--- src/logic/reset_stretch.sv ---
`timescale 1ns/10ps
`default_nettype none

module reset_stretch #(
	parameter int RESET_HOLD = 5
) (
	input wire clock,
	input wire reset,
	output logic core_reset
);

	localparam int cnt_w = $clog2(RESET_HOLD + 1);

	logic [cnt_w-1:0] hold_cnt;

	always_ff @(posedge clock) begin
		if (reset) begin
			hold_cnt <= cnt_w'(RESET_HOLD);
		end else if (hold_cnt != '0) begin
			hold_cnt <= hold_cnt - cnt_w'(1);
		end
	end

	// Held until the count drains
	assign core_reset = reset || (hold_cnt != '0);

endmodule

`default_nettype wire

--- config.mk ---
export PLATFORM = sky130hd
export DESIGN_NAME = reset_stretch
export DESIGN_NICKNAME = d
export VERILOG_FILES = /design/src/logic/reset_stretch.sv
export SDC_FILE = /design/constraint.sdc
export NUM_CORES = 1
export LEC_CHECK = 0
export ABC_AREA = 1
export BUFFER_PORTS_ARGS = -buffer_cell sky130_fd_sc_hd__buf_2
export CAP_MARGIN = 30
export CORE_AREA = 2 2 39 41
export CTS_CLUSTER_DIAMETER = 120
export DETAILED_ROUTE_END_ITERATION = 8
export DIE_AREA = 0 0 41 43
export PLACE_DENSITY = 0.3
export SLEW_MARGIN = 25
export SYNTH_ARGS = -nofsm -noshare
export SYNTH_HDL_FRONTEND = slang
export SYNTH_SLANG_ARGS = --single-unit
export TNS_END_PERCENT = 10
--- constraint.sdc ---
create_clock -name clock -period 1.1 [get_ports clock]
set_input_delay 0.055 -clock clock [delete_from_list [all_inputs] [get_ports clock]]
set_output_delay 0.055 -clock clock [all_outputs]
set_load 0.05 [all_outputs]
==> run metrics <==
maximum clock path buffer count=2; Register-to-Register Setup Slack=around 0.15 ns; net switching fraction of the power=0.291; Placeable Area=between 1000 and 1500 sq um; worst IR drop on VDD=between 0.6 and 0.7 mV; total internal power=about 0.33 mW; H-tree levels=1; height of the die=between 40 and 50 um; area of the mapped netlist=between 150 and 200 sq um; total die area=1760 sq um; critical-path maximum fanout=3; final estimated routing congestion in global placement=~0.74; worst flop-to-flop path endpoint=hold_cnt[2]$_SDFFE_PP1P_; number of endpoints with negative hold slack in the final report=0; result of the run=finished, violations left; clock tree from TritonCTS=built; antenna diode count=0; share of synthesized area occupied by flip-flops and latches=0.364; critical hold path startpoint=reset; routed length per placed instance=about 7.1 um; transition at the pin with the smallest max-transition slack=between 0.15 and 0.2 ns; share of post-route cells with drive strength above 1=0.455; combinational share of power=0.286; largest incremental delay on the critical path=approximately 0.31 ns; hold_buf cts=0; post-synth top area cell=dfxtp_1; critical path capture point type=primary output; number of antenna violations at the first check in global routing=0; switching power of the nets=about 0.13 mW; clock input transition at the sequential cells of the worst setup and hold paths=~0.04 ns; startpoint type of the worst setup path=flip-flop; count of routing violations after the opening detailed-route iteration=2; top-area cell type share of the netlist area=0.364; TritonCTS Sinks=3; shortest period the worst path allows=about 1.1 ns; type of the worst setup path=reg2out; Detailed Routing Iterations Pass 1=2; largest registers=hold_cnt: 3 flops; Tightest Hold Check Type=in2reg; total congestion overflow after global routing=0; effective utilization at floorplan=0.119; Seq pwr share=0.302; count of yosys warnings during synthesis=0; Worst Setup Slack, final=-0.0362 ns; Detail Placement HPWL=~240 um; critical path cell sequence=inv_2 -> ha_4 -> inv_4 -> nor2_4 -> nand2_2 -> buf_6; maximum number of pins on one net before global-route repair=5; gate count after technology mapping=24; count of state elements after synthesis=3; clock share of power=0.412; DRC violations left=0; antenna viol nets, final=0; number of ports placed on the die boundary=3; number of distinct library cells after synthesis=9; leading post-synthesis cells by cell area=dfxtp_1 36%, ha_1 15%, nand3_1 12%; via total after detailed routing=approximately 170; Max Slew Vio Count=0; final clock period utilization by the worst path=1.03; register name with the most flops=hold_cnt; die boundary width=between 40 and 50 um; required arrival time at the worst endpoint=1.04 ns; static leakage=roughly 0.13 nW; largest clock skew in the final design=0.000618 ns; Synthesized Nets=28; power per cell area=around 1700 nW/um^2; number of maximum-capacitance violations=0; routed wire length=346 um; Worst Path Arrival=1.08 ns; clock root buffer=clkbuf_4; syn_area_per_cell=a little under 7 sq um; number of placement rows=14; slowest CP cell=dfxtp_2; global-route wire length before repair=about 580 um; achievable clock frequency=between 0.8 and 0.9 GHz; violations in the final reports=setup timing; setup repair after global routing missed its margin=yes; port buffer count=2; Largest register FFs=3; placed cell area=203 sq um; total clock buffers created by CTS=3; via count of the first global-routing pass=between 150 and 200; Reg2Reg Depth=6; tightest slew margin relative to the limit=0.889; vias per cell=3.43; setup slack at placement=0.0381 ns; Hold Crit Endpoint=hold_cnt[2]$_SDFFE_PP1P_; layout net count=38; aggregate global-route resource usage=0.0552; Final setup violation count=1; reg-to-reg startpoint=hold_cnt[0]$_SDFFE_PP1P_; post-route cell area=274 sq um; Hold Crit Depth=3; layout overhead on the synthesized area=65.9%; source-to-sink clock delay at the later pin of the worst-skew pair=between 0.2 and 0.25 ns
-- per-stage QoR --
step	std cells	util	total power [mW]	setup TNS [ns]	hold slack, ns
final	49	0.198	0.460	-0.0362	0.0305
after global routing	49	0.198	0.509	-0.102	0.0316
after CTS	49	0.191	0.454	-0.0538	0.0358
after detailed placement	43	0.146	0.225	0	0.276
after global placement	43	0.146	0.228	0	0.282
after floorplan	24	-	0.201	0	0.147
-- cell usage in the layout (no fill, tap or decap), drive strengths merged --
cell type	Yosys	routed
ha	2	2
dfxtp	3	3
nand3	4	4
inv	6	6
clkbuf	0	4
buf	0	5
o21ai	1	1
nand2	3	3
nor2	5	5
-- final cells by class --
class	count	area, sq um
Clock buffer	4	26.3
Fill cell	146	1110
Inverter	6	25.0
Multi-Input combinational cell	15	103
Sequential cell	3	61.3
Tap cell	16	20.0
Timing Repair Buffer	5	38.8
-- metal layers --
metal / part of all wire / GRT usage
met4: 0 / 0.0400
met3: 0.084 / 0.0524
met2: 0.48 / 0.0750
met5: 0 / 0
met1: 0.43 / 0.0481
-- worst max-delay path, delay by kind of cell (launching register included) --
family / cells / cell delay (ns)
fa+ha+maj: 1 / 0.15
simple gates: 2 / 0.13
buf+inv: 3 / 0.26
flops: 1 / 0.31
-- kinds of logic after synthesis --
family | after synthesis | share of synthesized area
DFF | 3 | 0.364
and+or+nand+nor | 12 | 0.318
buffers and inverters | 6 | 0.136
AOI/OAI and AO/OA | 1 | 0.0303
adders and majority gates | 2 | 0.151
-- timing repair --
item / 4_1_cts / 5_1_grt
pin swaps: 1 / 1
setup endpoints to repair: 1 / 1
buffers inserted: 2 / 0
gates resized for setup: 7 / 3
-- worst max-delay path by stage --
stage	from	end
6_report	hold_cnt[0]$_SDFFE_PP1P_	core_reset
5_1_grt	hold_cnt[0]$_SDFFE_PP1P_	core_reset
4_1_cts	hold_cnt[0]$_SDFFE_PP1P_	core_reset
3_5_place_dp	hold_cnt[0]$_SDFFE_PP1P_	core_reset
3_3_place_gp	hold_cnt[0]$_SDFFE_PP1P_	core_reset
2_1_floorplan	hold_cnt[0]$_SDFFE_PP1P_	core_reset
-- synth_stat cells, drive strengths merged --
cell and n:
nor2 5, nand2 3, inv 6, o21ai 1
nand3 4, dfxtp 3, ha 2
-- power groups by stage --
| stage | Clock (mW) | Combinational [mW] | Sequential (mW) |
|---|---|---|---|
| 2_1_floorplan | 0 | 0.0674 | 0.134 |
| 3_3_place_gp | 0 | 0.0927 | 0.135 |
| 3_5_place_dp | 0 | 0.0894 | 0.135 |
| 4_1_cts | 0.199 | 0.119 | 0.137 |
| 5_1_grt | 0.221 | 0.148 | 0.140 |
| 6_report | 0.189 | 0.131 | 0.139 |
No activity file was read; power rests on OpenSTA's default activity.
