[src/logic/tl_pkg.sv]
`default_nettype none

package tl_pkg;

	localparam int data_bytes = 4;

	typedef logic [31:0] addr_t;
	typedef logic [8*data_bytes-1:0] data_t;
	typedef logic [data_bytes-1:0] mask_t;

	// TL-UL plus the TL-UH codes, which only reach the error path
	typedef enum logic [2:0] {
		a_put_full    = 3'd0,
		a_put_partial = 3'd1,
		a_arithmetic  = 3'd2,
		a_logical     = 3'd3,
		a_get         = 3'd4,
		a_intent      = 3'd5
	} a_opcode_e;

	typedef enum logic [2:0] {
		d_access_ack      = 3'd0,
		d_access_ack_data = 3'd1,
		d_hint_ack        = 3'd2
	} d_opcode_e;

	typedef struct packed {
		a_opcode_e opcode;
		logic [2:0] param;
		logic [3:0] size; // log2 of bytes
		logic source;
		addr_t address;
		mask_t mask;
		data_t data;
	} tl_a_t;

	typedef struct packed {
		d_opcode_e opcode;
		logic [1:0] param;
		logic [3:0] size;
		logic source;
		logic sink;
		data_t data;
		logic error;
	} tl_d_t;

	typedef struct packed {
		logic atomic;
		logic readable;
		logic writable;
		logic executable;
		logic cacheable;
	} pma_attr_t;

	localparam logic [3:0] max_size = 4'd4; // 16 bytes, four beats

	typedef struct packed {
		addr_t base;
		addr_t limit; // first address past the region
		pma_attr_t attr;
	} region_t;

	localparam int num_regions = 7;

	localparam region_t pma_map [num_regions] = '{
		'{base: 32'h0000_0000, limit: 32'h0000_1000, attr: 5'b11110}, // debug
		'{base: 32'h0000_3000, limit: 32'h0000_4000, attr: 5'b11110}, // error device
		'{base: 32'h0001_0000, limit: 32'h0002_0000, attr: 5'b01011}, // rom
		'{base: 32'h0200_0000, limit: 32'h0201_0000, attr: 5'b11100}, // clint
		'{base: 32'h0c00_0000, limit: 32'h1000_0000, attr: 5'b11100}, // plic
		'{base: 32'h6000_0000, limit: 32'h8000_0000, attr: 5'b01110}, // mmio
		'{base: 32'h8000_0000, limit: 32'h8000_4000, attr: 5'b11110}  // dtim
	};

endpackage

`default_nettype wire

[src/logic/tl_slave_ctrl.sv]
`timescale 1ns/10ps
`default_nettype none

module tl_slave_ctrl #(
	parameter int RAM_WORDS = 256,
	parameter int DATA_BYTES = tl_pkg::data_bytes
) (
	input wire clock,
	input wire core_reset,

	input wire a_valid,
	output logic a_ready,
	input wire tl_pkg::tl_a_t a_bits,

	output logic d_valid,
	input wire d_ready,
	output tl_pkg::tl_d_t d_bits,

	output tl_pkg::addr_t pma_address,
	output logic [3:0] pma_size,
	input wire tl_pkg::pma_attr_t pma_attr,

	output logic rd_en,
	output logic [$clog2(RAM_WORDS)-1:0] rd_index,
	input wire tl_pkg::data_t rd_data,
	output logic wr_en,
	output logic [$clog2(RAM_WORDS)-1:0] wr_index,
	output tl_pkg::mask_t wr_mask,
	output tl_pkg::data_t wr_data
);

	localparam int idx_w = $clog2(RAM_WORDS);
	localparam logic [3:0] beat_lg = 4'($clog2(DATA_BYTES));

	typedef enum logic {
		st_idle,
		st_resp
	} state_e;

	state_e state;
	tl_pkg::tl_d_t hdr_q;
	logic [3:0] beats_left; // beats after the current one
	logic zero_data;
	logic fresh_q;
	tl_pkg::data_t hold_q;
	logic [idx_w-1:0] index_q;

	logic a_xfer;
	logic d_xfer;
	logic last_beat;
	logic is_get;
	logic is_put;
	logic get_ok;
	logic put_ok;
	logic [idx_w-1:0] a_index;
	logic [3:0] a_beats_m1;
	tl_pkg::tl_d_t a_hdr;

	assign pma_address = a_bits.address;
	assign pma_size = a_bits.size;

	assign d_valid = (state == st_resp);
	assign d_xfer = d_valid && d_ready;
	assign last_beat = (beats_left == 4'd0);
	// Next request may enter as the last beat leaves
	assign a_ready = !core_reset && (state == st_idle || (d_xfer && last_beat));
	assign a_xfer = a_valid && a_ready;
	assign a_index = idx_w'(a_bits.address >> beat_lg);

	always_comb begin
		is_get = (a_bits.opcode == tl_pkg::a_get);
		is_put = (a_bits.opcode == tl_pkg::a_put_full) ||
			(a_bits.opcode == tl_pkg::a_put_partial);
		get_ok = is_get && pma_attr.readable && (a_bits.size <= tl_pkg::max_size);
		put_ok = is_put && pma_attr.writable && (a_bits.size <= beat_lg); // single beat only

		a_beats_m1 = 4'd0;
		if (get_ok && a_bits.size > beat_lg)
			a_beats_m1 = (4'd1 << (a_bits.size - beat_lg)) - 4'd1;

		// Unsupported opcodes fall through to an AccessAck with error
		a_hdr = '0;
		a_hdr.opcode = is_get ? tl_pkg::d_access_ack_data : tl_pkg::d_access_ack;
		a_hdr.size = a_bits.size;
		a_hdr.source = a_bits.source;
		a_hdr.error = !(get_ok || put_ok);
	end

	assign wr_en = a_xfer && put_ok;
	assign wr_index = a_index;
	assign wr_mask = a_bits.mask;
	assign wr_data = a_bits.data;

	assign rd_en = (a_xfer && get_ok) || (d_xfer && !last_beat);
	assign rd_index = a_xfer ? a_index : index_q + idx_w'(1);

	always_comb begin
		d_bits = hdr_q;
		if (!zero_data)
			d_bits.data = fresh_q ? rd_data : hold_q; // RAM output only valid once
	end

	always_ff @(posedge clock) begin
		if (core_reset) begin
			state <= st_idle;
			fresh_q <= 1'b0;
		end else begin
			if (a_xfer) begin
				state <= st_resp;
			end else if (d_xfer && last_beat) begin
				state <= st_idle;
			end
			fresh_q <= rd_en;
		end
	end

	always_ff @(posedge clock) begin
		if (a_xfer) begin
			hdr_q <= a_hdr;
			zero_data <= !get_ok;
			beats_left <= a_beats_m1;
		end else if (d_xfer && !last_beat) begin
			beats_left <= beats_left - 4'd1;
		end
		if (rd_en)
			index_q <= rd_index;
		if (fresh_q)
			hold_q <= rd_data;
	end

endmodule

`default_nettype wire

[config.mk]
export PLATFORM = sky130hd
export DESIGN_NAME = tl_slave_ctrl
export DESIGN_NICKNAME = d
export VERILOG_FILES = /design/src/logic/tl_pkg.sv /design/src/logic/tl_slave_ctrl.sv
export SDC_FILE = /design/constraint.sdc
export NUM_CORES = 1
export LEC_CHECK = 0
export BUFFER_PORTS_ARGS = -buffer_cell sky130_fd_sc_hd__buf_2
export CAP_MARGIN = 10
export CORE_AREA = 4 4 97 99
export CTS_CLUSTER_DIAMETER = 30
export DETAILED_ROUTE_END_ITERATION = 12
export DIE_AREA = 0 0 101 103
export GPL_TIMING_DRIVEN = 0
export PLACE_DENSITY_LB_ADDON = 0.12
export SLEW_MARGIN = 20
export SYNTH_ARGS = -nofsm -noshare
export SYNTH_HDL_FRONTEND = slang
export SYNTH_SLANG_ARGS = --single-unit
export TNS_END_PERCENT = 30
[constraint.sdc]
create_clock -name clock -period 2 [get_ports clock]
set_input_delay 0.1 -clock clock [delete_from_list [all_inputs] [get_ports clock]]
set_output_delay 0.1 -clock clock [all_outputs]
set_load 0.02 [all_outputs]
==> impl_results.md <==
- Starting Density: between 30 and 40%
- Die X: between 100 and 150 microns
- H-tree levels: 2
- Rows: 34
- Sw frac: ~30%
- Max-cap violations: 0
- Placed cell area: a little over 0.004 sq mm
- Share of power burned in registers: between 40% and 50%
- Switching power: 0.940 mW
- P_leak: approximately 2.2 nW
- Overall Power: 3.16 mW
- Fin util: 51.8%
- TNS Setup: -29.3 ps
- Outcome: finished, violations left
- Skew-Pair Late Insertion Delay: approximately 300 ps
- RSZ-0062 raised after global routing: true
- Final Cell Area: ~0.0044 sq mm
- Area growth, synth to finish: 44.5%
- Combinational share of power: 34.2%
- Top cells by area, synth: dfxtp_1, buf_4, edfxtp_1, mux2_2, nor2b_1
- Routed Antenna Nets: 0
- Final RePlAce weighted congestion: 0.790
- Vias post-DR: between 2,000 and 3,000
- Peak Freq: about 490 MHz
- Vias/cell: roughly 4.2
- Post-synth EDFFs: 20
- Number of synthesized register bits: 54
- Io pins: between 200 and 300
- Clk buf depth: 2
- Levels on crit path: 7
- Die area: 0.0104 sq mm
- Pin count of the biggest net entering global routing: 18
- Clock Pin Slew Worst Setup and Hold Paths: 100 ps
- Data arrival, critical path: a little under 2000 ps
- VDD IR max: approximately 290 uV
- IO buf count: ~180
- Violation count after the first detailed-route iteration: 26
- Worst Setup Start Kind: flop
- Synth cell count leaders: buf_4, dfxtp_1, mux2_2, nor2b_1, edfxtp_1
- Synth top area share: 22.2%
- Final wirelength: 7.34 mm
- Library cells used by synthesis: 33
- Largest family of logic cells by synthesized area: buffers and inverters
- Crit path time final: between 2000 and 2500 ps
- Overflow after GRT: 0
- Multi-input gate area: around 0.0011 sq mm
- Worst-path cell chain: inv_2, ha_4, nand4bb_4, a21oi_4, buf_6, mux2_4, buf_6
- Hold depth: 1
- Post-synthesis mux area share: about an eighth
- Syn avg cell area: ~11 sq um
- Slowest library cell on the worst path: edfxtp_1
- Synth Instances: around 290
- Die H: roughly 100 microns
- Area of the core: about 0.0086 sq mm
- Yosys warnings: 0
- Post-Synth Simple-Gate Area: between 10% and 20%
- Cell repeated most along the worst path: buf_6
- Ys flop type: dfxtp_1
- Share of cells above drive strength 1: 68.5%
- Fillers: roughly 810
- Drt pass-1 iters: 4
- Area fraction in compound gates after synthesis: 4.08%
- Worst Skew: 6.64 ps
- CTS sink count: 54
- Tcrit/Tclk final: 101%
- Setup crit end kind: output pin
- Worst path bufs/invs: 3
- Vias in the first global route: around 2,400
- CP required: ~1900 ps
- Ys async rst share: 0%
- Slack of the critical path: -29.3 ps
- Final Hold Viols: 0
- Drc violations: 0
- Nets: 621
- CTS root buf: clkbuf_8
- Mapped cell area: roughly 0.0031 sq mm
- Critical path's largest stage delay: 430 ps
- Antenna Cells: 0
- Hold WC Path Type: in -> reg
- Cell with the most instances after synthesis: buf_4
- WL/cell: between 10 and 15 microns
- Global-route wire length before repair: 10.8 mm
- Maximum fanout along the worst path: 4
- Post-DP HPWL: between 6 and 7 mm
- CTS tree: done
- Depth of the most critical reg-to-reg path: 8
- Min Hold Slack: approximately 14 ps
- Sequential Area: 0.00128 sq mm
- Slew Limit Fails: 0
- Xor/xnor share of the synthesized area: 2.86%
- TritonCTS buffer count: 5
- PD cells: around 710 mW/mm^2
- Post-Synth Adder-Cell Area: 2.45%
- Initial antenna violation count: 0
- Tot GR Track Use: 13.0%
- Synth area leader: dfxtp_1
- Critical path's top delay family: flip-flops
- Int Pwr: roughly 2.2 mW
- Clock power share: ~22%
- Post-synthesis sequential area ratio: 41.8%
- Failing checks: negative setup slack
- CP Class: reg -> out
- Final setup viols: 1
-- worst paths after layout --
kind	slack, ps	endpoint	start
max	-30	rd_index[1]	beats_left[0]$_DFFE_PP_
min reg2reg	480	hold_q[14]$_DFF_P_	hold_q[14]$_DFF_P_
min	10	d_bits[37]$_DFFE_PP_	a_bits[71]
max reg2reg	110	index_q[4]$_DFFE_PP_	beats_left[0]$_DFFE_PP_
-- worst reg2reg max path: stages (launching register included) --
cell and delay (ps):
edfxtp_1 430, inv_2 100, ha_4 140, nand4bb_4 120, a21oi_4 260, buf_6 200
nand2_2 90, nand2_4 80, buf_4 180
-- power groups by stage --
stage               clock network (mW)  logic [mW]  registers (mW)
floorplan                            0       0.736            1.42
finish                           0.679        1.08            1.40
global route                     0.765        1.18            1.42
global placement                     0        1.02            1.42
detailed placement                   0        1.04            1.43
CTS                              0.719        1.08            1.41
-- final cells by class --
type / instances / area share (%)
buffer: 94 / 16.0
clock buffer: 6 / 2.12
clock inverter: 2 / 0.311
inverter: 6 / 0.508
multi-input combinational: 141 / 25.7
sequential: 54 / 28.9
tap: 108 / 3.05
timing repair buffer: 193 / 23.5
-- registers in the layout, indices dropped and copies added, names as in the netlist --
| signal | count |
|---|---|
| d_valid | 1 |
| fresh_q | 1 |
| index_q | 8 |
| zero_data | 1 |
| beats_left | 4 |
| hold_q | 32 |
| d_bits | 7 |
-- layer usage --
layer	vias up	track usage [%]	wire, microns
met5	-	0	0
met4	0	3.07	58
met3	5	3.25	690
met2	128	23.0	3810
met1	1108	15.8	2780
li1	1285	-	-
-- kinds of logic (layout without fill, tap and decap cells) --
logic type / Yosys count / after routing
xor gates and xnor gates: 10 / 10
muxes: 33 / 33
AOI/OAI and AO/OA: 19 / 19
other: 1 / 5
and+or+nand+nor: 68 / 68
DFF: 54 / 54
adders and majority gates: 6 / 6
buffers and inverters: 100 / 301
-- through the flow --
| stage | worst slack (ps) | std cells |
|---|---|---|
| after floorplan | 78.1 | 295 |
| after global placement | -68.6 | 587 |
| after detailed placement | -85.0 | 587 |
| after CTS | -48.8 | 603 |
| after global routing | -130 | 604 |
| final | -29.3 | 604 |
-- cell usage in the layout, fill, tap and decap left out, drive strengths merged --
cell type    count
ha               6
xor2             3
buf            281
dfxtp           34
a22o             1
nand3            7
xnor2            7
nand4            1
and2             1
a41o             1
nand4bb          1
and4b            1
and3             1
a22oi            1
mux2            33
clkinv           1
nor3b            1
edfxtp          20
nor4b            1
o22ai            3
nand2           13
clkbuf          10
nor2b           32
nor2             5
dlygate4sd3      2
conb             5
o21ai            8
nor3             2
inv              7
nand2b           2
a21oi            5
-- repair_timing --
| action | 4_1_cts | 5_1_grt |
|---|---|---|
| hold buffers | 2 | 0 |
| endpoints found under the setup margin | 18 | 10 |
| buffers inserted | 6 | 1 |
| endpoints found under the hold margin | 2 | 0 |
| pin swaps | 3 | 0 |
| gates cloned | 0 | 0 |
| resized for setup | 22 | 18 |
No activity file was read; power rests on OpenSTA's default activity.
